<file path="config.mk">
export PLATFORM = sky130hd
export DESIGN_NAME = heading_select
export DESIGN_NICKNAME = d
export VERILOG_FILES = /design/src/hw/snake_pkg.sv /design/src/hw/heading_select.sv
export SDC_FILE = /design/constraint.sdc
export NUM_CORES = 1
export LEC_CHECK = 0
export BUFFER_PORTS_ARGS = -buffer_cell sky130_fd_sc_hd__buf_2
export CAP_MARGIN = 20
export CORE_AREA = 2 2 39 41
export CTS_CLUSTER_DIAMETER = 200
export DETAILED_ROUTE_END_ITERATION = 12
export DIE_AREA = 0 0 41 43
export SETUP_SLACK_MARGIN = 0.05
export SLEW_MARGIN = 20
export SYNTH_ARGS = -nofsm -noshare
export SYNTH_HDL_FRONTEND = slang
export SYNTH_SLANG_ARGS = --single-unit
export TNS_END_PERCENT = 1
</file>
<file path="constraint.sdc">
create_clock -name clk -period 1.34 [get_ports clk]
set_input_delay 0 -clock clk [delete_from_list [all_inputs] [get_ports clk]]
set_output_delay 0 -clock clk [all_outputs]
set_load 0.01 [all_outputs]
</file>
<file path="src/hw/snake_pkg.sv">
package snake_pkg;

   localparam int board_rows = 20;
   localparam int board_cols = 20;
   localparam int num_cells = board_rows * board_cols;

   typedef logic [8:0] cell_idx_t;
   typedef logic [4:0] coord_t;
   typedef logic [8:0] age_t;

   typedef struct packed {
      coord_t row;
      coord_t col;
   } pos_t;

   // same encoding as the key and move decode
   typedef enum logic [1:0] {
      heading_up    = 2'b00,
      heading_down  = 2'b01,
      heading_left  = 2'b10,
      heading_right = 2'b11
   } heading_t;

   typedef enum logic [1:0] {
      turn_right = 2'd0,
      straight   = 2'd1,
      turn_left  = 2'd2,
      turn_none  = 2'd3
   } turn_t;

   typedef struct packed {
      logic apple_front;
      logic apple_left;
      logic apple_right;
      logic obst_front;
      logic obst_left;
      logic obst_right;
   } sense_t;

   typedef logic [num_cells-1:0] cell_map_t;

   localparam pos_t start_pos = '{row: 5'd5, col: 5'd5};
   localparam cell_idx_t first_apple = 9'd10;
   localparam logic [8:0] lfsr_seed = 9'h1ff;
   // x^9 + x^5 + 1
   localparam logic [8:0] lfsr_taps = 9'h110;

   function automatic cell_idx_t cell_of(pos_t p);
      return cell_idx_t'(p.row * board_cols + p.col);
   endfunction

   // true when one move in h would leave the board
   function automatic logic at_edge(pos_t p, heading_t h);
      case (h)
         heading_up:   return p.row == '0;
         heading_down: return p.row == coord_t'(board_rows - 1);
         heading_left: return p.col == '0;
         default:      return p.col == coord_t'(board_cols - 1);
      endcase
   endfunction

   function automatic pos_t move_pos(pos_t p, heading_t h);
      pos_t n;
      n = p;
      case (h)
         heading_up:   n.row = p.row - 1'b1;
         heading_down: n.row = p.row + 1'b1;
         heading_left: n.col = p.col - 1'b1;
         default:      n.col = p.col + 1'b1;
      endcase
      return n;
   endfunction

   function automatic heading_t rotate_cw(heading_t h);
      case (h)
         heading_up:   return heading_right;
         heading_right: return heading_down;
         heading_down: return heading_left;
         default:      return heading_up;
      endcase
   endfunction

   function automatic heading_t rotate_ccw(heading_t h);
      case (h)
         heading_up:   return heading_left;
         heading_left: return heading_down;
         heading_down: return heading_right;
         default:      return heading_up;
      endcase
   endfunction

endpackage
</file>
<file path="src/hw/heading_select.sv">
`timescale 1ns/1ns

module heading_select import snake_pkg::*; (
   input  logic       clk,
   input  logic       rst,
   input  logic       manual,
   input  logic [3:0] key,
   input  turn_t      ai_turn,
   input  heading_t   cur_heading,
   output heading_t   req_heading
);

   heading_t cand;
   heading_t reverse;
   logic     cand_valid;

   // up/down and left/right differ only in bit 0
   assign reverse = heading_t'(cur_heading ^ 2'b01);

   always_comb begin
      cand = cur_heading;
      cand_valid = 1'b1;
      if (manual) begin
         case (key)
            4'b0001: cand = heading_up;
            4'b0010: cand = heading_down;
            4'b0100: cand = heading_left;
            4'b1000: cand = heading_right;
            default: cand_valid = 1'b0;
         endcase
      end else begin
         // relative turn to absolute heading
         case (ai_turn)
            turn_right: cand = rotate_cw(cur_heading);
            turn_left:  cand = rotate_ccw(cur_heading);
            straight:   cand = cur_heading;
            default:    cand_valid = 1'b0;
         endcase
      end
   end

   always_ff @(posedge clk) begin
      if (rst) begin
         req_heading <= heading_up;
      end else if (cand_valid) begin
         if (cand == reverse) begin
            req_heading <= cur_heading;
         end else begin
            req_heading <= cand;
         end
      end
   end

endmodule

</file>
==> metrics <==
Starting Density=0.2975; largest family of logic cells by synthesized area=compound AO/OA/AOI/OAI gates; register bit total from synthesis=2; worst flop-to-flop path startpoint=req_heading[0]; Data arrival, critical path=1.29 ns; Clk pin slew, worst setup/hold paths=0.03 ns; Hold Slack=0.2003 ns; fill count=149; final hold vios=0; largest net degree at the start of global routing=10; Buffers on Ports=12; simple-gate share of the synthesized area=0.2492; # rows=14; CP endpoint kind=flip-flop; crit path capture=req_heading[0]; area share of fa/ha/maj cells after synthesis=0.09119; Hold/Removal Path Class=in -> reg; chip width=41 um; Pleak=0.0002370 uW; CP startpoint=cur_heading[1]; Vias/cell=5.062; Ports=13; Util after Layout=0.3779; overall routing resource usage=0.1241; Max IR drop VDD=198.8 uV; RD Place Congestion=0.7173; antenna cells=0; sw frac=0.3205; kind of critical path=in -> reg; max-slew violations=0; FF-to-FF End=req_heading[0]; Die ar.=1763 um^2; vias in the first global route=352; Final ANT Viol Nets=0; Area Growth Syn to Fin=27.05%; clk sink count=2; unrepaired setup endpoints after global routing=false; Post-Synth XOR/XNOR Area=0.08511; wire per inst=11.14 um; Int Pwr=237.8 uW; fmax=0.8780 GHz; max incr delay on CP=0.33 ns; Synth Area in Compound Gates=0.3009; dominant synthesized flop cell=dfxtp_1; Logic pwr share=0.413; Worst R2R Path Depth=2; clk_lat worst skew=0.23 ns; register-to-register setup slack=0.77 ns; Final Cycle Share=0.8500; Post-Syn Area per Cell=8.401 um^2; Slew HR=0.7766; final setup fails=0; minimum clock period=1.139 ns; Die Y=43 um; NetSw=112.2 uW; clock buffer depth=2; most frequent cells in the layout=12 x buf_2, 6 x buf_4, 4 x inv_1; H-tree Lvls=1; Yosys cell types=31; drt total wl=902 um; Syn Inst Count=49; asr flop ratio synth=0; share of cells above drive strength 1=0.4615; syn nets=63; core box area=1384 um^2; CTS tree=done; commonest non-fill, non-tap cell in the layout=buf_2; Seq pwr share=0.199; CTS Root Buffer Type=clkbuf_4; crit path cell chain=buf_2 > inv_1 > ha_1 > a2bb2oi_2 > xnor2_1 > o41ai_2 > nor4b_2 > nor3_1; slowest CP cell=o41ai_2; PD cells=669.2 nW/um^2; Worst Clk Skew=0 ns; status=finished, final reports clean; Biggest register=req_heading; CTS Buf Count=3; post-DP HPWL=687.1 um; CP Data Required Time=1.49 ns; EDFF count, synth=0; Worst Tran Pin Value=0.3351 ns; mux cell area share after synthesis=0; largest registers=req_heading: 2 flops; GR Overflow Total=0; Vias=410; DR iter-0 viols=7; CP Max Fanout=5; first-pass GRT wire length=1449 um; Nets=81; max FFs per register=2; initial antenna violation count=0; DR pass1 iterations=4; number of max-cap violations=0; register area share after synthesis=0.09726; DRC=0; clock share of power=0.388; mapped cell area=411.6 um^2; yosys warns=0; critical path launch point type=input pin
-- Yosys cell counts (2+ instances only) --
master	n	area, um^2
ha_1	3	37.54
nand2_1	2	7.510
dfxtp_1	2	40.04
buf_4	2	15.01
nor2_1	2	7.510
xnor2_1	3	26.28
nor3b_1	2	15.01
nor3_1	3	15.01
o41ai_1	2	17.52
inv_1	4	15.01
buf_6	3	33.78
a211oi_1	2	15.01
-- cell families (layout without fill, tap and decap cells) --
logic type | Yosys count | count (layout)
AOI/OAI and AO/OA | 14 | 14
adders and majority gates | 3 | 3
DFF | 2 | 2
and+or+nand+nor | 15 | 15
xor gates and xnor gates | 4 | 4
buffers and inverters | 11 | 27
-- final cells by class --
type                            instances  area, um^2  share of cell area
Timing Repair Buffer                   19       115.1              0.2201
Clock buffer                            3       22.52             0.04306
Sequential cell                         2       40.04             0.07655
Inverter                                5       18.77             0.03589
Tap cell                               16       20.02             0.03828
Multi-Input combinational cell         36       306.5              0.5861
-- critical path, delay by kind of cell --
kind	cells	cell delay [ns]
AO/OA/AOI/OAI	2	0.50
AND/OR/NAND/NOR	2	0.24
buffers and inverters	2	0.21
adder cells (fa/ha/maj)	1	0.19
XOR/XNOR	1	0.14
-- power groups by stage --
stage          clock (uW)  sequential [uW]  combinational [uW]
2_1_floorplan           0             73.2                99.6
3_3_place_gp            0             70.1                 137
3_5_place_dp            0             70.4                 140
4_1_cts               139             69.7                 142
5_1_grt               147             70.3                 162
6_report              136             69.6                 145
-- how the worst min path moves through the flow --
stage	from	endpoint	slack, ns	depth (start not counted)
detailed placement	rst	req_heading[1]	0.18	2
floorplan	rst	req_heading[1]	0.07	1
CTS	manual	req_heading[1]	0.19	3
finish	manual	req_heading[1]	0.20	3
global route	manual	req_heading[1]	0.22	3
global placement	rst	req_heading[1]	0.18	2
-- timing repair --
item	CTS	global route
endpoints found under the hold margin	2	0
setup endpoints to repair	0	1
setup buffers	0	0
hold buffers	1	0
gates resized for setup	0	1
-- metrics by stage --
step	instances	cell area (um^2)	setup slack (ns)	total power [uW]	setup TNS (ns)
3_3_place_gp	77	483.0	-0.05408	207.4	-0.05408
2_1_floorplan	49	411.6	0.07119	172.8	0
5_1_grt	81	523.0	0.06078	378.5	0
4_1_cts	81	515.5	0.1343	351.3	0
3_5_place_dp	77	483.0	-0.1029	210.0	-0.1029
6_report	81	523.0	0.2010	350.0	0
-- routing by layer --
layer,share of wire,vias to the layer above,GRT usage
met3,0.034,2,0.03141
met5,0,-,0
met2,0.46,12,0.1594
met1,0.48,186,0.1656
li1,-,210,-
met4,0.025,0,0.1000
(Power assumes the default switching activity.)
