## src/hw/snake_pkg.sv

```systemverilog
package snake_pkg;

   localparam int board_rows = 20;
   localparam int board_cols = 20;
   localparam int num_cells = board_rows * board_cols;

   typedef logic [8:0] cell_idx_t;
   typedef logic [4:0] coord_t;
   typedef logic [8:0] age_t;

   typedef struct packed {
      coord_t row;
      coord_t col;
   } pos_t;

   // same encoding as the key and move decode
   typedef enum logic [1:0] {
      heading_up    = 2'b00,
      heading_down  = 2'b01,
      heading_left  = 2'b10,
      heading_right = 2'b11
   } heading_t;

   typedef enum logic [1:0] {
      turn_right = 2'd0,
      straight   = 2'd1,
      turn_left  = 2'd2,
      turn_none  = 2'd3
   } turn_t;

   typedef struct packed {
      logic apple_front;
      logic apple_left;
      logic apple_right;
      logic obst_front;
      logic obst_left;
      logic obst_right;
   } sense_t;

   typedef logic [num_cells-1:0] cell_map_t;

   localparam pos_t start_pos = '{row: 5'd5, col: 5'd5};
   localparam cell_idx_t first_apple = 9'd10;
   localparam logic [8:0] lfsr_seed = 9'h1ff;
   // x^9 + x^5 + 1
   localparam logic [8:0] lfsr_taps = 9'h110;

   function automatic cell_idx_t cell_of(pos_t p);
      return cell_idx_t'(p.row * board_cols + p.col);
   endfunction

   // true when one move in h would leave the board
   function automatic logic at_edge(pos_t p, heading_t h);
      case (h)
         heading_up:   return p.row == '0;
         heading_down: return p.row == coord_t'(board_rows - 1);
         heading_left: return p.col == '0;
         default:      return p.col == coord_t'(board_cols - 1);
      endcase
   endfunction

   function automatic pos_t move_pos(pos_t p, heading_t h);
      pos_t n;
      n = p;
      case (h)
         heading_up:   n.row = p.row - 1'b1;
         heading_down: n.row = p.row + 1'b1;
         heading_left: n.col = p.col - 1'b1;
         default:      n.col = p.col + 1'b1;
      endcase
      return n;
   endfunction

   function automatic heading_t rotate_cw(heading_t h);
      case (h)
         heading_up:   return heading_right;
         heading_right: return heading_down;
         heading_down: return heading_left;
         default:      return heading_up;
      endcase
   endfunction

   function automatic heading_t rotate_ccw(heading_t h);
      case (h)
         heading_up:   return heading_left;
         heading_left: return heading_down;
         heading_down: return heading_right;
         default:      return heading_up;
      endcase
   endfunction

endpackage
```

## src/hw/snake_ctrl.sv

```systemverilog
`timescale 1ns/1ns

module snake_ctrl import snake_pkg::*; (
   input  logic      clk,
   input  logic      rst,
   input  logic      step,
   input  heading_t  req_heading,
   input  cell_map_t body_map,
   input  cell_idx_t next_apple,
   output pos_t      head,
   output heading_t  cur_heading,
   output age_t      length,
   output cell_idx_t apple,
   output logic      game_over,
   output logic      board_update,
   output logic      ate
);

   pos_t      target;
   cell_idx_t target_idx;
   logic      hit_wall;
   logic      hit_body;
   logic      step_ok;
   logic      eat;

   always_comb begin
      target = move_pos(head, req_heading);
      target_idx = cell_of(target);
      hit_wall = at_edge(head, req_heading);
      // target index is only valid on the board
      hit_body = !hit_wall && body_map[target_idx];
      step_ok = step && !game_over;
      eat = !hit_wall && !hit_body && (target_idx == apple);
   end

   always_ff @(posedge clk) begin
      if (rst) begin
         head <= start_pos;
         cur_heading <= heading_up;
         length <= age_t'(1);
         apple <= first_apple;
         game_over <= 1'b0;
         board_update <= 1'b0;
         ate <= 1'b0;
      end else begin
         board_update <= step_ok;
         ate <= step_ok && eat;
         if (step_ok) begin
            cur_heading <= req_heading;
            if (hit_wall || hit_body) begin
               // head stays where it crashed
               game_over <= 1'b1;
            end else begin
               head <= target;
            end
            if (eat) begin
               length <= length + 1'b1;
               apple <= next_apple;
            end
         end
      end
   end

endmodule

```

## config.mk

```make
export PLATFORM = sky130hd
export DESIGN_NAME = snake_ctrl
export DESIGN_NICKNAME = d
export VERILOG_FILES = /design/src/hw/snake_pkg.sv /design/src/hw/snake_ctrl.sv
export SDC_FILE = /design/constraint.sdc
export NUM_CORES = 1
export LEC_CHECK = 0
export BUFFER_PORTS_ARGS = -buffer_cell sky130_fd_sc_hd__clkbuf_2
export CAP_MARGIN = 15
export CELL_PAD_IN_SITES_DETAIL_PLACEMENT = 1
export CELL_PAD_IN_SITES_GLOBAL_PLACEMENT = 1
export CORE_AREA = 5 5 168 170
export CTS_CLUSTER_SIZE = 16
export DETAILED_ROUTE_END_ITERATION = 12
export DIE_AREA = 0 0 173 175
export PLACE_DENSITY = 0.95
export SLEW_MARGIN = 20
export SYNTH_ARGS = -nofsm -noshare
export SYNTH_HDL_FRONTEND = slang
export SYNTH_SLANG_ARGS = --single-unit
```

## constraint.sdc

```tcl
create_clock -name clk -period 16.32 [get_ports clk]
set_clock_uncertainty 0.05 [all_clocks]
set_input_delay 1.632 -clock clk [delete_from_list [all_inputs] [get_ports clk]]
set_output_delay 1.632 -clock clk [all_outputs]
set_load 0.03 [all_outputs]
```

==> out/qor.csv <==
stage;metric;value;unit
outcome;status;finished clean;
clock_network;Hold Buf Count CTS;0;
setup_path;Worst Path Arrival;8540;ps
setup_path;worst-path cell chain;buf_4, inv_2, nand2_1, inv_1, fa_1, xor2_1, o21ai_0, ha_1, ha_1, xnor2_1, o211ai_1, a2111oi_0, a311oi_1, a211oi_1, o211ai_1, a31oi_2, mux2i_1, nor2_1;
detailed_routing;post-DR wirelength/cell;26.3;microns
final_layout;final core occ;42.1;%
logic_synthesis;mean post-synth cell area;8.03;sq um
place;pre-CTS setup slack;7630;ps
setup_path;WS Path Type;in2reg;
clock_network;Root Buffer;clkbuf_16;
clock_network;setup bufs post-CTS;0;
logic_synthesis;Post-synth EDFFs;0;
floorplanning;# IOs;447;
clock_network;CTS sink count;33;
sta;Pins Over Slew Limit;0;
place;IO buf count;446;
power;pwr dens;273;nW/um^2
sta;Relative slew margins;18.2;%
power;peak supply drop;0.171;mV
floorplanning;row count;60;
final_layout;nets;1912;
final_layout;sequential cell area;666;sq um
final_layout;synth-to-layout area growth;26.1;%
logic_synthesis;Post-synth top flop;dfxtp_1;
global_route;GRT overflow;0;
setup_path;CP Launch Type;primary input;
power;Leakage;5.31;nW
sta;Final Hold Viols;0;
sta;final worst slack;7860;ps
logic_synthesis;Compound-Gate Fraction of Synth Area;18.2;%
clock_network;htree depth;2;
detailed_routing;Vias;11128;
global_route;first-pass GRT wire length;71000;microns
sta;Tightest Pin Transition;1230;ps
floorplanning;Die Area;30300;sq um
logic_synthesis;post-synthesis simple-gate area fraction;19.5;%
final_layout;fraction of layout cells with a size suffix above 1;36.8;%
setup_path;Critical Path RT;16400;ps
sta;Final period util;51.9;%
sta;RSZ-0062 raised after global routing;no;
detailed_routing;drt initial violations;849;
logic_synthesis;Synth Register Bits;33;
setup_path;Max stage delay on crit path;970;ps
logic_synthesis;Mapped Cells;1105;
logic_synthesis;syn_nets;1539;
place;routability cong.;0.897;
setup_path;slowest CP cell;a31oi_2;
clock_network;CTS tree;yes;
power;total power draw;3.06;mW
hold_path;hold crit path type;reg2reg;
global_route;initial antenna violation count;4;
logic_synthesis;Synth async-reset ratio;0;%
detailed_routing;DRC;0;
logic_synthesis;largest family of logic cells by synthesized area;multiplexers;
final_layout;area of the multi-input gates;7560;sq um
floorplanning;initial core utilization;33.4;%
sta;Setup TNS;0;ps
setup_path;crit-path max FO;51;
logic_synthesis;Synth Warn #;0;
clock_network;CTS max path bufs;2;
final_layout;# fillers;3423;
sta;Hold WS;436;ps
logic_synthesis;synth unique cells;75;
global_route;GRT Resource Usage Total;29.5;%
logic_synthesis;post-synthesis mux area share;40.7;%
global_route;largest net degree at the start of global routing;164;
clock_network;quantity of gates resized following cts;0;
detailed_routing;vias per std cell;6.12;
place;hpwl dp;38800;microns
global_route;vias in the first global route;12049;
clock_network;Num CTS Buffers;5;
detailed_routing;WL final;47800;microns
detailed_routing;antenna-violating nets left;0;
clock_network;clk slew on worst S/H paths;50;ps
logic_synthesis;netlist area before placement;8880;sq um
logic_synthesis;sequential area share after synthesis;7.44;%
setup_path;Worst Setup End Kind;flop;
floorplanning;Die Width;173;microns
sta;fmax;118;MHz
sta;Final min period;8460;ps
sta;setup violators final;0;
floorplanning;Die Ht;175;microns
logic_synthesis;Adder-Cell Fraction of Synth Area;3.16;%
detailed_routing;drt pass-1 iters;7;
run;max cap viols;0;
clock_network;clk_lat worst skew;280;ps
floorplanning;CORE AREA;26600;sq um
logic_synthesis;xor and xnor fraction of the mapped netlist area;3.31;%
## cell families after synthesis
kind of cell             Yosys count
AO/OA/AOI/OAI                    223
XOR/XNOR                          32
adder cells (fa/ha/maj)           20
buffers and inverters            106
flip-flops                        33
multiplexers                     327
AND/OR/NAND/NOR                  364
## critical path, delay by kind of cell
kind                       cells  cell delay [ps]
xor gates and xnor gates       2              940
adders and majority gates      3             1110
AOI/OAI and AO/OA              7             3200
buffers and inverters          3              990
and+or+nand+nor                2              360
muxes                          1              280
## power by group
part | switching (mW) | internal, mW
Sequential | 0.0206 | 0.0954
Clock | 0.0329 | 0.0544
Combinational | 1.79 | 1.06
## sequential cells by signal (all words and copies together) (netlist names)
signal	cells
head	10
game_over	1
length	9
board_update	1
ate	1
apple	9
cur_heading	2
## stage by stage
stage / instances / area, sq um
after CTS: 1818 / 11200
after detailed placement: 1812 / 11100
after global routing: 1819 / 11200
after global placement: 1812 / 11100
after floorplan: 1105 / 8880
final: 1819 / 11200
## area by class of cell
class	count	share of cell area [%]
clock buffers	5	1.12
repair buffers	463	21.2
well taps	341	3.81
flip-flops and latches	33	5.95
diodes	1	0.0224
inverters	9	0.302
multi-input cells	966	67.5
clock inverters	1	0.0447
## worst paths after layout
| path | start | to | slack (ps) | depth (start not counted) |
|---|---|---|---|---|
| min reg2reg | game_over | game_over | 440 | 2 |
| max | req_heading[1] | apple[2] | 7860 | 18 |
| min | game_over | game_over | 440 | 2 |
| max reg2reg | head[1] | apple[2] | 9620 | 12 |
## cells in the mapped netlist, drive strengths merged, types with 4 or more instances
cell type | instances | area share [%]
a32oi | 21 | 2.1
a221oi | 8 | 0.86
and3 | 10 | 0.76
nand3b | 6 | 0.51
xnor2 | 19 | 1.9
nand4 | 11 | 0.78
mux2 | 39 | 5.0
o31ai | 4 | 0.34
a2111oi | 6 | 0.59
a22oi | 5 | 0.42
nor4 | 11 | 0.78
nor2 | 60 | 2.5
nand3 | 35 | 2.0
clkbuf | 29 | 1.2
a211oi | 25 | 2.1
nand2b | 9 | 0.63
fa | 4 | 0.90
ha | 16 | 2.3
o21ai | 17 | 0.96
a22o | 5 | 0.49
o211ai | 4 | 0.34
a221o | 4 | 0.45
a21o | 5 | 0.42
o22ai | 30 | 2.1
mux2i | 265 | 30
nor3 | 36 | 2.0
mux4 | 23 | 5.8
inv | 8 | 0.34
nor2b | 23 | 1.6
or3 | 6 | 0.42
xor2 | 12 | 1.2
a311oi | 6 | 0.59
buf | 68 | 6.1
a21oi | 41 | 2.3
nand2 | 141 | 6.0
dfxtp | 33 | 7.4
or3b | 6 | 0.62
a32o | 4 | 0.45
a31oi | 10 | 0.78
## layer usage
| metal | vias up | wire length, microns | track usage, % | share of wire [%] |
|---|---|---|---|---|
| li1 | 4997 | - | - | - |
| met1 | 5377 | 18200 | 33.5 | 38 |
| met2 | 623 | 24200 | 54.7 | 51 |
| met3 | 125 | 3540 | 6.27 | 7.4 |
| met4 | 6 | 1830 | 10.4 | 3.8 |
| met5 | - | 34 | 0 | 0.071 |
## placed cells by master, fill, tap and decap left out, types with 7 or more instances in the layout
cell / count
ha_1: 15
mux2_2: 31
o22ai_1: 30
mux4_2: 23
dfxtp_1: 31
mux2i_1: 265
nand2b_1: 9
nor4_1: 11
nor2b_1: 22
nor3_1: 36
nand3_1: 35
and3_1: 9
mux2_1: 7
xnor2_1: 18
nand2_1: 141
a32oi_1: 21
a211oi_1: 25
nor2_1: 60
nand4_1: 11
inv_1: 7
a21oi_1: 41
o21ai_0: 14
a221oi_1: 7
a31oi_1: 9
xor2_1: 11
buf_4: 17
clkbuf_2: 445
Power figures use the tool's default switching activity.
