==> src/hw/snake_pkg.sv <==
package snake_pkg;

   localparam int board_rows = 20;
   localparam int board_cols = 20;
   localparam int num_cells = board_rows * board_cols;

   typedef logic [8:0] cell_idx_t;
   typedef logic [4:0] coord_t;
   typedef logic [8:0] age_t;

   typedef struct packed {
      coord_t row;
      coord_t col;
   } pos_t;

   // same encoding as the key and move decode
   typedef enum logic [1:0] {
      heading_up    = 2'b00,
      heading_down  = 2'b01,
      heading_left  = 2'b10,
      heading_right = 2'b11
   } heading_t;

   typedef enum logic [1:0] {
      turn_right = 2'd0,
      straight   = 2'd1,
      turn_left  = 2'd2,
      turn_none  = 2'd3
   } turn_t;

   typedef struct packed {
      logic apple_front;
      logic apple_left;
      logic apple_right;
      logic obst_front;
      logic obst_left;
      logic obst_right;
   } sense_t;

   typedef logic [num_cells-1:0] cell_map_t;

   localparam pos_t start_pos = '{row: 5'd5, col: 5'd5};
   localparam cell_idx_t first_apple = 9'd10;
   localparam logic [8:0] lfsr_seed = 9'h1ff;
   // x^9 + x^5 + 1
   localparam logic [8:0] lfsr_taps = 9'h110;

   function automatic cell_idx_t cell_of(pos_t p);
      return cell_idx_t'(p.row * board_cols + p.col);
   endfunction

   // true when one move in h would leave the board
   function automatic logic at_edge(pos_t p, heading_t h);
      case (h)
         heading_up:   return p.row == '0;
         heading_down: return p.row == coord_t'(board_rows - 1);
         heading_left: return p.col == '0;
         default:      return p.col == coord_t'(board_cols - 1);
      endcase
   endfunction

   function automatic pos_t move_pos(pos_t p, heading_t h);
      pos_t n;
      n = p;
      case (h)
         heading_up:   n.row = p.row - 1'b1;
         heading_down: n.row = p.row + 1'b1;
         heading_left: n.col = p.col - 1'b1;
         default:      n.col = p.col + 1'b1;
      endcase
      return n;
   endfunction

   function automatic heading_t rotate_cw(heading_t h);
      case (h)
         heading_up:   return heading_right;
         heading_right: return heading_down;
         heading_down: return heading_left;
         default:      return heading_up;
      endcase
   endfunction

   function automatic heading_t rotate_ccw(heading_t h);
      case (h)
         heading_up:   return heading_left;
         heading_left: return heading_down;
         heading_down: return heading_right;
         default:      return heading_up;
      endcase
   endfunction

endpackage
==> src/hw/sense_gen.sv <==
`timescale 1ns/1ns

module sense_gen import snake_pkg::*; (
   input  logic      clk,
   input  logic      rst,
   input  pos_t      head,
   input  heading_t  cur_heading,
   input  cell_idx_t apple,
   input  cell_map_t body_map,
   output sense_t    sense
);

   coord_t     apple_row;
   coord_t     apple_col;
   logic [3:0] apple_dir;
   logic [3:0] obst_dir;
   heading_t   left_hd;
   heading_t   right_hd;

   always_comb begin
      apple_row = coord_t'(apple / board_cols);
      apple_col = coord_t'(apple % board_cols);

      // apple seen along each absolute direction
      apple_dir[heading_up] = (apple_col == head.col) && (apple_row < head.row);
      apple_dir[heading_down] = (apple_col == head.col) && (apple_row > head.row);
      apple_dir[heading_left] = (apple_row == head.row) && (apple_col < head.col);
      apple_dir[heading_right] = (apple_row == head.row) && (apple_col > head.col);

      // wall or body right next to the head
      for (int d = 0; d < 4; d++) begin
         if (at_edge(head, heading_t'(d))) begin
            obst_dir[d] = 1'b1;
         end else begin
            obst_dir[d] = body_map[cell_of(move_pos(head, heading_t'(d)))];
         end
      end

      left_hd = rotate_ccw(cur_heading);
      right_hd = rotate_cw(cur_heading);
   end

   // rotate into the snake's own frame
   always_ff @(posedge clk) begin
      if (rst) begin
         sense <= '0;
      end else begin
         sense.apple_front <= apple_dir[cur_heading];
         sense.apple_left <= apple_dir[left_hd];
         sense.apple_right <= apple_dir[right_hd];
         sense.obst_front <= obst_dir[cur_heading];
         sense.obst_left <= obst_dir[left_hd];
         sense.obst_right <= obst_dir[right_hd];
      end
   end

endmodule

==> config.mk <==
export PLATFORM = sky130hd
export DESIGN_NAME = sense_gen
export DESIGN_NICKNAME = d
export VERILOG_FILES = /design/src/hw/snake_pkg.sv /design/src/hw/sense_gen.sv
export SDC_FILE = /design/constraint.sdc
export NUM_CORES = 1
export LEC_CHECK = 0
export ABC_CLOCK_PERIOD_IN_PS = 6540
export BUFFER_PORTS_ARGS = -buffer_cell sky130_fd_sc_hd__buf_2
export CORE_MARGIN = 4
export CORE_UTILIZATION = 54
export CTS_CLUSTER_DIAMETER = 150
export DETAILED_ROUTE_END_ITERATION = 12
export PLACE_DENSITY = 0.84
export SLEW_MARGIN = 20
export SYNTH_ARGS = -nofsm -noshare
export SYNTH_HDL_FRONTEND = slang
export SYNTH_SLANG_ARGS = --single-unit
==> constraint.sdc <==
create_clock -name clk -period 6.54 [get_ports clk]
set_input_delay 0.327 -clock clk [delete_from_list [all_inputs] [get_ports clk]]
set_output_delay 0.327 -clock clk [all_outputs]
set_load 0.01 [all_outputs]
==> run_results.csv, run 1 <==
group,metric,value,unit
power,swShare,52.11,%
final_layout,nets,2036,
power,switchingPower,1.347,mW
final_layout,utilization,64.90,%
floorplan,initial_core_util,55.03,%
timing,slew_viol_final,0,
global_route,overflow,0,
worst_hold_path,min_to,"sense[5]$_SDFF_PP0_",
timing,rsz0062_at_grt,"false",
timing,fin_crit,5254,ps
route,wirelength,56.84,mm
critical_path,cp-end-kind,"register",
final_layout,drive_above_1_share,52.73,%
clock_network,cts_made_buffers,3,
synth,ys.flop_type,"dfxtp_1",
final_layout,layout_common_cells,"buf_2 (426), mux4_2 (317), mux2i_1 (92)",
synth,ys_async_sr_fraction,0,%
timing,max_slew_margin,19.02,%
final_layout,area_growth,17.95,%
synth,ys_seq_area_share,0.8949,%
final_layout,multi_input_area,12680,um^2
critical_path,arrival,5380,ps
route,vias,14730,
clock_network,cts_resized,0,
global_route,grt_pass1_wl,85.88,mm
synth,yosysUniqueCellTypes,72,
final_layout,top_register,"sense",
floorplan,die_h,165.7,um
synth,synth_nets,1700,
clock_network,cts.path.max_buffers,2,
timing,hold_viol_final,0,
floorplan,fp.coreArea,24390,um^2
final_layout,regArea,120.1,um^2
synth,avgSynthCellArea,10.99,um^2
place,dp_hpwl,45.45,mm
global_route,grt_max_degree,73,
place,io_buffers,428,
route,wl_per_cell,30.01,um
power,powerDensity,163.3,nW/um^2
route,drc,0,
power,pwr-share-comb,94.2,%
timing,setup_viol,0,
floorplan,die_w,165.7,um
synth,synth.cell_area,13420,um^2
timing,fin_crit_sh,80.34,%
worst_hold_path,hold_start,"rst",
floorplan,io_pins,429,
power,power_leakage,6.397,nW
power,clkPwrFrac,3.9,%
place,finalWeightedCongestion,1.026,
floorplan,die_area,27440,um^2
critical_path,crit_path_start_kind,"input port",
synth,syn_inst,1221,
synth,synth_seq_cells,6,
clock_network,post_cts_buffers,0,
clock_network,path_clk_slew,30,ps
timing,fmax,190.3,MHz
synth,synth_edf_count,0,
run_status,outcome,"finished, final reports clean",
critical_path,worstSetupPathType,"input port to register",
power,seqPwrFrac,2.0,%
global_route,grtUsageTotal,39.18,%
worst_hold_path,hold_depth,2,
synth,synth_warnings,0,
clock_network,cts_sinks,6,
route,first_pass_iters,6,
timing,setup_tns,0,ps
route,ant_nets,0,
clock_network,htree_levels,1,
final_layout,n_fill_cell,1929,
clock_network,cts_tree,"built",
floorplan,rows,57,
critical_path,cp-startpoint,"apple[6]",
route,viasPerCell,7.778,
flow_run,cap_violations,0,
clock_network,hold_buffers,0,
worst_hold_path,min_path_type,"input port to register",
critical_path,required,6670,ps
final_layout,reg_top3,"sense: 6 flops",
final_layout,fin_cells,1894,
timing,worst-slew-pin-transition,1212,ps
place,dp.cells,1876,
critical_path,crit_fanout,21,
power,vdd_drop_max,0.0001105,V
route,drtIter0Drc,2400,
final_layout,largest_reg_flops,6,
final_layout,final_common_cell,"buf_2",
global_route,grt_pass1_vias,14670,
clock_network,cts-root-buf,"clkbuf_16",
power,p_int,1.238,mW
global_route,antenna_found_initial,16,
==> critical path, cell delays in order <==
cell and delay (ps):
buf_2 210, or2_2 370, ha_1 330, nor2b_1 300, mux2i_1 130, a221oi_1 250
nor2_1 60, o311ai_1 850, inv_1 210, maj3_1 420, o21ai_0 160, and2_1 160
ha_1 150, nor2b_1 40, o21a_1 160, o21ai_0 140, nand2b_1 80, a21oi_1 320
nand4_1 160, mux2_2 280, a211oi_1 260
==> cells by family (layout without fill, tap and decap cells) <==
kind of cell / Yosys count / count (layout) / synth area share [%]
flops: 6 / 6 / 0.8950
fa+ha+maj: 59 / 59 / 5.836
buf+inv: 157 / 491 / 5.416
xor+xnor: 45 / 45 / 3.160
compound gates: 212 / 212 / 11.08
other cells: 0 / 15 / 0
simple gates: 304 / 304 / 11.12
mux: 438 / 438 / 62.49
==> layout make-up <==
class	instances	share of cell area, %
clock buffer	3	0.4742
tap	324	2.561
antenna	15	0.2371
inverter	33	0.7825
multi-input combinational	1058	80.12
timing repair buffer	455	15.06
sequential	6	0.7588
==> power by group through the flow <==
stage / logic (mW) / registers (mW) / clock network (mW)
2_1_floorplan: 1.61 / 0.0535 / 0
3_3_place_gp: 2.31 / 0.0514 / 0
3_5_place_dp: 2.35 / 0.0510 / 0
4_1_cts: 2.37 / 0.0502 / 0.100
5_1_grt: 2.56 / 0.0511 / 0.102
6_report: 2.43 / 0.0508 / 0.100
==> synth_stat cells (6+ instances only) <==
library cell,count,area [um^2]
o21ai_0,33,165.2
nor3_1,22,110.1
nor2_1,58,217.7
buf_4,10,75.07
clkbuf_1,43,161.4
nand2_1,82,307.8
a31oi_1,7,43.79
nand2b_1,14,87.58
a221oi_1,8,70.07
a21o_1,9,67.56
and3_1,6,37.54
mux2_2,29,326.6
xnor2_1,26,227.7
nor4_1,12,75.07
a22oi_1,21,157.7
nand3_1,49,245.2
buf_1,11,41.29
o211ai_1,6,45.04
xor2_1,17,148.9
buf_2,56,280.3
inv_1,33,123.9
dfxtp_1,6,120.1
nand4_1,11,68.82
nor2b_1,22,137.6
o2111ai_1,8,70.07
a211oi_1,14,105.1
fa_1,7,140.1
mux4_2,317,7139
a311oi_1,7,61.31
ha_1,49,613.1
and2_1,8,50.05
mux2i_1,92,920.9
a21oi_1,36,180.2
==> how the worst max path moves through the flow <==
stage,endpoint,cells past startpoint
floorplan,sense[2]$_SDFF_PP0_,19
global placement,sense[3]$_SDFF_PP0_,20
detailed placement,sense[3]$_SDFF_PP0_,21
CTS,sense[3]$_SDFF_PP0_,20
global route,sense[3]$_SDFF_PP0_,20
finish,sense[3]$_SDFF_PP0_,21
==> metal layers <==
metal / up-vias / track usage [%] / part of all wire [%] / wire length, um
li1: 5879 / - / - / -
met3: 262 / 8.365 / 14 / 7886
met5: - / 0 / 0.046 / 26
met4: 4 / 18.72 / 6.2 / 3549
met2: 1525 / 63.87 / 47 / 26660
met1: 7062 / 50.27 / 33 / 18720
==> stage by stage <==
step	area, um^2	total power [mW]	setup WS (ps)	hold WS (ps)
2_1_floorplan	13420	1.667	1786	482.6
3_3_place_gp	15720	2.362	1279	605.3
3_5_place_dp	15720	2.405	1200	605.3
4_1_cts	15790	2.518	1331	383.5
5_1_grt	15820	2.715	710.7	406.3
6_report	15830	2.586	1286	391.1
No activity file was read; power rests on OpenSTA's default activity.
==> run 2, diff against run 1 <==
--- a/config.mk
+++ b/config.mk
@@ -5,7 +5,7 @@
 export SDC_FILE = /design/constraint.sdc
 export NUM_CORES = 1
 export LEC_CHECK = 0
-export ABC_CLOCK_PERIOD_IN_PS = 6540
+export ABC_CLOCK_PERIOD_IN_PS = 5300
 export BUFFER_PORTS_ARGS = -buffer_cell sky130_fd_sc_hd__buf_2
 export CORE_MARGIN = 4
 export CORE_UTILIZATION = 54
==> constraint.sdc (replaced) <==
create_clock -name clk -period 5.3 [get_ports clk]
set_input_delay 0.265 -clock clk [delete_from_list [all_inputs] [get_ports clk]]
set_output_delay 0.265 -clock clk [all_outputs]
set_load 0.01 [all_outputs]
==> run 2 against run 1 <==
Clock-buffer cell count is the same. Critical path type unchanged. Highest routed layer unchanged. First-iteration DRC count down 0.17%. Routed wire length is 1.4% higher. Flip-flop and latch count is the same. Die area did not move. Setup slack got worse by 880 ps.
==> run_results.csv, run 2 (synthesis results as in run 1) <==
group,metric,value,unit
clock_network,cts.path.max_buffers,2,
power,power_leakage,6.470,nW
final_layout,largest_reg_flops,6,
final_layout,regArea,120.1,um^2
clock_network,cts-root-buf,"clkbuf_16",
clock_network,cts_resized,0,
timing,whs,320.2,ps
final_layout,nets,2048,
final_layout,reg_top3,"sense: 6 flops",
clock_network,cts_sinks,6,
place,dp.cells,1888,
route,vias,14710,
worst_hold_path,min_path_type,"input port to register",
final_layout,drive_above_1_share,53.10,%
final_layout,final_common_cell,"buf_2",
floorplan,rows,57,
clock_network,path_clk_slew,30,ps
critical_path,worstSetupPathType,"input port to register",
worst_hold_path,hold_depth,2,
floorplan,die_w,165.7,um
timing,fin_crit,4894,ps
run_status,outcome,"finished, final reports clean",
timing,hold_viol_final,0,
floorplan,initial_core_util,55.03,%
final_layout,top_register,"sense",
global_route,grt_max_degree,77,
flow_run,cap_violations,0,
critical_path,crit_chain,"buf_2 > inv_1 > ha_1 > xor2_1 > ha_1 > ha_1 > a21oi_1 > a21boi_1 > buf_4 > nor2_1 > mux4_2 > mux2i_1 > o22ai_1 > nor4_2 > mux2i_1 > a221o_1",
global_route,grt_pass1_vias,14960,
timing,rsz0062_at_grt,"false",
final_layout,n_fill_cell,1980,
final_layout,multi_input_area,12680,um^2
route,wirelength,57.61,mm
place,place_area,15850,um^2
route,drtIter0Drc,2396,
route,ant_nets,0,
timing,setup_viol,0,
critical_path,slowest_delay,620,ps
timing,max_slew_margin,18.44,%
power,powerDensity,201.2,nW/um^2
clock_network,htree_levels,1,
worst_hold_path,min_to,"sense[3]$_SDFF_PP0_",
route,wl_per_cell,30.11,um
worst_hold_path,hold_start,"rst",
timing,fin_crit_sh,92.34,%
global_route,grt_pass1_wl,87.35,mm
final_layout,area_growth,19.03,%
critical_path,arrival,4990,ps
place,finalWeightedCongestion,1.039,
clock_network,hold_buffers,0,
clock_network,cts_made_buffers,3,
place,io_buffers,428,
critical_path,cp-end-kind,"register",
route,drc,0,
global_route,antenna_found_initial,26,
route,viasPerCell,7.689,
global_route,grtUsageTotal,40.03,%
final_layout,design_area,15980,um^2
clock_network,post_cts_buffers,0,
route,first_pass_iters,6,
floorplan,io_pins,429,
power,vdd_drop_max,0.0001053,V
place,dp_hpwl,46.77,mm
final_layout,layout_common_cells,"buf_2 (426), mux4_2 (317), mux2i_1 (92)",
floorplan,fp.coreArea,24390,um^2
timing,slew_viol_final,0,
timing,fmax,204.3,MHz
critical_path,crit_fanout,8,
floorplan,die_area,27440,um^2
final_layout,fin_cells,1913,
critical_path,crit_path_start_kind,"input port",
timing,setup_tns,0,ps
critical_path,cp_slowest_cell,"mux4_2",
timing,worst-slew-pin-transition,1222,ps
floorplan,die_h,165.7,um
global_route,overflow,0,
critical_path,critPathMostFrequentCell,"ha_1",
critical_path,required,5400,ps
clock_network,cts_tree,"built",
[run 2: cell types whose count changed in the layout (fill, tap and decap cells not counted), sizes merged]
cell	before	now
buf	454	466
diode	15	22
[run 2: metrics by stage]
step                      utilization, %  total power [mW]  setup WS (ps)
after global routing               65.47             3.367          105.3
after global placement             64.96             2.937          318.1
after floorplan                        -             2.057          607.6
after CTS                          65.27             3.124          529.7
final                              65.50             3.214          406.1
after detailed placement           64.96             2.986          309.5
[run 2: report_power, final]
part / switching (mW) / total, mW / leakage, nW / internal (mW)
registers: 0.00532 / 0.0621 / 0.0494 / 0.0568
logic: 1.64 / 3.03 / 6.38 / 1.39
clock network: 0.0260 / 0.123 / 0.0371 / 0.0969
[run 2: final cells by class]
type | count | area share, %
clock buffer | 3 | 0.4699
antenna | 22 | 0.3446
inverter | 33 | 0.7754
tap | 324 | 2.538
sequential | 6 | 0.7519
multi-input combinational | 1058 | 79.39
timing repair buffer | 467 | 15.73
[run 2: worst max path at each step]
stage	start	endpoint	slack [ps]	cells after the start
floorplan	head[0]	sense[2]$_SDFF_PP0_	610	19
global placement	head[5]	sense[2]$_SDFF_PP0_	320	16
detailed placement	head[5]	sense[2]$_SDFF_PP0_	310	16
CTS	head[5]	sense[2]$_SDFF_PP0_	530	16
global route	head[5]	sense[2]$_SDFF_PP0_	110	16
finish	head[5]	sense[2]$_SDFF_PP0_	410	16
[run 2: worst max-delay path, delay by kind of cell]
family | cells | cell delay [ps]
simple gates | 2 | 990
compound gates | 4 | 990
mux | 3 | 960
xor+xnor | 1 | 250
fa+ha+maj | 3 | 910
buf+inv | 3 | 620
[run 2: metal layers]
layer	routed length (um)	up-vias	global-route usage [%]
met2	27790	1460	65.31
li1	-	5909	-
met5	34	-	0
met3	7673	249	9.318
met1	19020	7085	50.65
met4	3081	6	19.48
==> run 3, diff against run 2 <==
--- a/config.mk
+++ b/config.mk
@@ -7,11 +7,14 @@
 export LEC_CHECK = 0
 export ABC_CLOCK_PERIOD_IN_PS = 5300
 export BUFFER_PORTS_ARGS = -buffer_cell sky130_fd_sc_hd__buf_2
+export CELL_PAD_IN_SITES_DETAIL_PLACEMENT = 1
+export CELL_PAD_IN_SITES_GLOBAL_PLACEMENT = 1
 export CORE_MARGIN = 4
-export CORE_UTILIZATION = 54
+export CORE_UTILIZATION = 42
 export CTS_CLUSTER_DIAMETER = 150
 export DETAILED_ROUTE_END_ITERATION = 12
-export PLACE_DENSITY = 0.84
+export PLACE_DENSITY_LB_ADDON = 0.1
+export REMOVE_ABC_BUFFERS = 1
 export SLEW_MARGIN = 20
 export SYNTH_ARGS = -nofsm -noshare
 export SYNTH_HDL_FRONTEND = slang
==> run 3 against run 2 <==
First-iteration DRC count is 50% lower. Design area is 0.62% higher. Critical path depth is 1 lower.
==> run_results.csv, run 3 (synthesis results as in run 1) <==
group,metric,value,unit
power,switchingPower,1.687,mW
timing,worst-slew-pin-transition,1013,ps
timing,fin_crit_sh,90.49,%
floorplan,initial_core_util,42.53,%
critical_path,required,5410,ps
flow_run,cap_violations,0,
route,wl_per_cell,29.81,um
final_layout,fin_cells,1980,
critical_path,crit_fanout,8,
clock_network,cts_made_buffers,3,
route,wirelength,59.02,mm
power,finalPower,3.250,mW
clock_network,cts_sinks,6,
global_route,antenna_found_initial,3,
global_route,grt_pass1_vias,14990,
power,seqPwrFrac,1.9,%
clock_network,cts_resized,0,
place,dp.cells,1974,
global_route,grt_max_degree,136,
floorplan,die_w,186.8,um
clock_network,cts-root-buf,"clkbuf_16",
clock_network,post_cts_buffers,0,
route,vias,13910,
global_route,grt_pass1_wl,89.78,mm
final_layout,reg_top3,"sense: 6 flops",
timing,rsz0062_at_grt,"false",
worst_hold_path,min_path_type,"input port to register",
clock_network,cts.path.max_buffers,2,
final_layout,final_common_cell,"buf_2",
power,powerDensity,202.2,nW/um^2
clock_network,cts_tree,"built",
power,swShare,51.91,%
route,drtIter0Drc,1206,
power,clkPwrFrac,3.8,%
power,power_leakage,6.500,nW
floorplan,io_pins,429,
clock_network,path_clk_slew,30,ps
clock_network,hold_buffers,0,
final_layout,nets,2056,
critical_path,crit_path_start_kind,"input port",
route,first_pass_iters,5,
place,io_buffers,428,
final_layout,regArea,120.1,um^2
floorplan,die_area,34880,um^2
timing,hold_viol_final,0,
route,viasPerCell,7.027,
global_route,overflow,0,
route,drc,0,
floorplan,fp.coreArea,31560,um^2
place,dp_hpwl,48.07,mm
power,vdd_drop_max,0.0001023,V
timing,whs,333.2,ps
power,pwr-share-comb,94.3,%
power,p_int,1.563,mW
final_layout,drive_above_1_share,53.46,%
timing,slew_viol_final,0,
floorplan,die_h,186.8,um
place,finalWeightedCongestion,0.9472,
run_status,outcome,"finished, final reports clean",
final_layout,multi_input_area,12700,um^2
global_route,grtUsageTotal,32.46,%
timing,fmax,208.5,MHz
final_layout,largest_reg_flops,6,
final_layout,layout_common_cells,"buf_2 (426), mux4_2 (317), mux2i_1 (92)",
critical_path,arrival,4910,ps
floorplan,rows,65,
timing,max_slew_margin,32.43,%
final_layout,area_growth,19.76,%
final_layout,top_register,"sense",
critical_path,worstSetupPathType,"input port to register",
critical_path,cp-end-kind,"register",
final_layout,n_fill_cell,3548,
route,ant_nets,0,
timing,fin_crit,4796,ps
clock_network,htree_levels,1,
timing,setup_viol,0,
## run 3: changes by cell type in the layout (fill, tap and decap cells not counted)
cell and change:
a31oi_1 -1, a31oi_2 +1, buf_12 -2, buf_4 +10, diode_2 -19, o311ai_1 -1, o311ai_2 +1
## run 3: path summary, 6_finish.rpt
check | start | to | cells past startpoint
worst max-delay path | head[5] | sense[2]$_SDFF_PP0_ | 15
worst min-delay path | rst | sense[4]$_SDFF_PP0_ | 2
## run 3: power by group through the flow
| stage | sequential [mW] | clock, mW | combinational [mW] |
|---|---|---|---|
| 2_1_floorplan | 0.0661 | 0 | 1.96 |
| 3_3_place_gp | 0.0596 | 0 | 2.96 |
| 3_5_place_dp | 0.0608 | 0 | 3.01 |
| 4_1_cts | 0.0609 | 0.123 | 3.02 |
| 5_1_grt | 0.0614 | 0.127 | 3.26 |
| 6_report | 0.0603 | 0.123 | 3.07 |
## run 3: per-layer routing
metal	global-route usage [%]	wire length, um
met5	0	0
met1	41.87	22470
met4	7.565	1586
met2	57.89	30410
met3	4.938	4551
## run 3: worst max-delay path, stage by stage
cell      delay (ps)
buf_2            240
inv_1            200
ha_1             260
xor2_1           210
ha_1             280
ha_1             360
a21oi_1          350
a21boi_1         310
nor2_1           640
mux4_2           620
mux2i_1          150
o22ai_1          120
nor4_2           390
mux2i_1          150
a221o_1          360
## run 3: layout make-up
type	instances	area share [%]
well taps	402	3.129
inverters	33	0.7706
multi-input cells	1058	78.99
diodes	3	0.04670
repair buffers	475	15.85
clock buffers	3	0.4670
flip-flops and latches	6	0.7473
## run 3: per-stage QoR
| step | cell area (um^2) | util (%) | setup slack (ps) | TNS (ps) |
|---|---|---|---|---|
| floorplan | 12820 | - | -2302 | -6642 |
| global placement | 15980 | 50.63 | 403.5 | 0 |
| detailed placement | 15980 | 50.63 | 241.1 | 0 |
| CTS | 16050 | 50.87 | 475.2 | 0 |
| global route | 16070 | 50.93 | 75.35 | 0 |
| finish | 16070 | 50.94 | 504.0 | 0 |
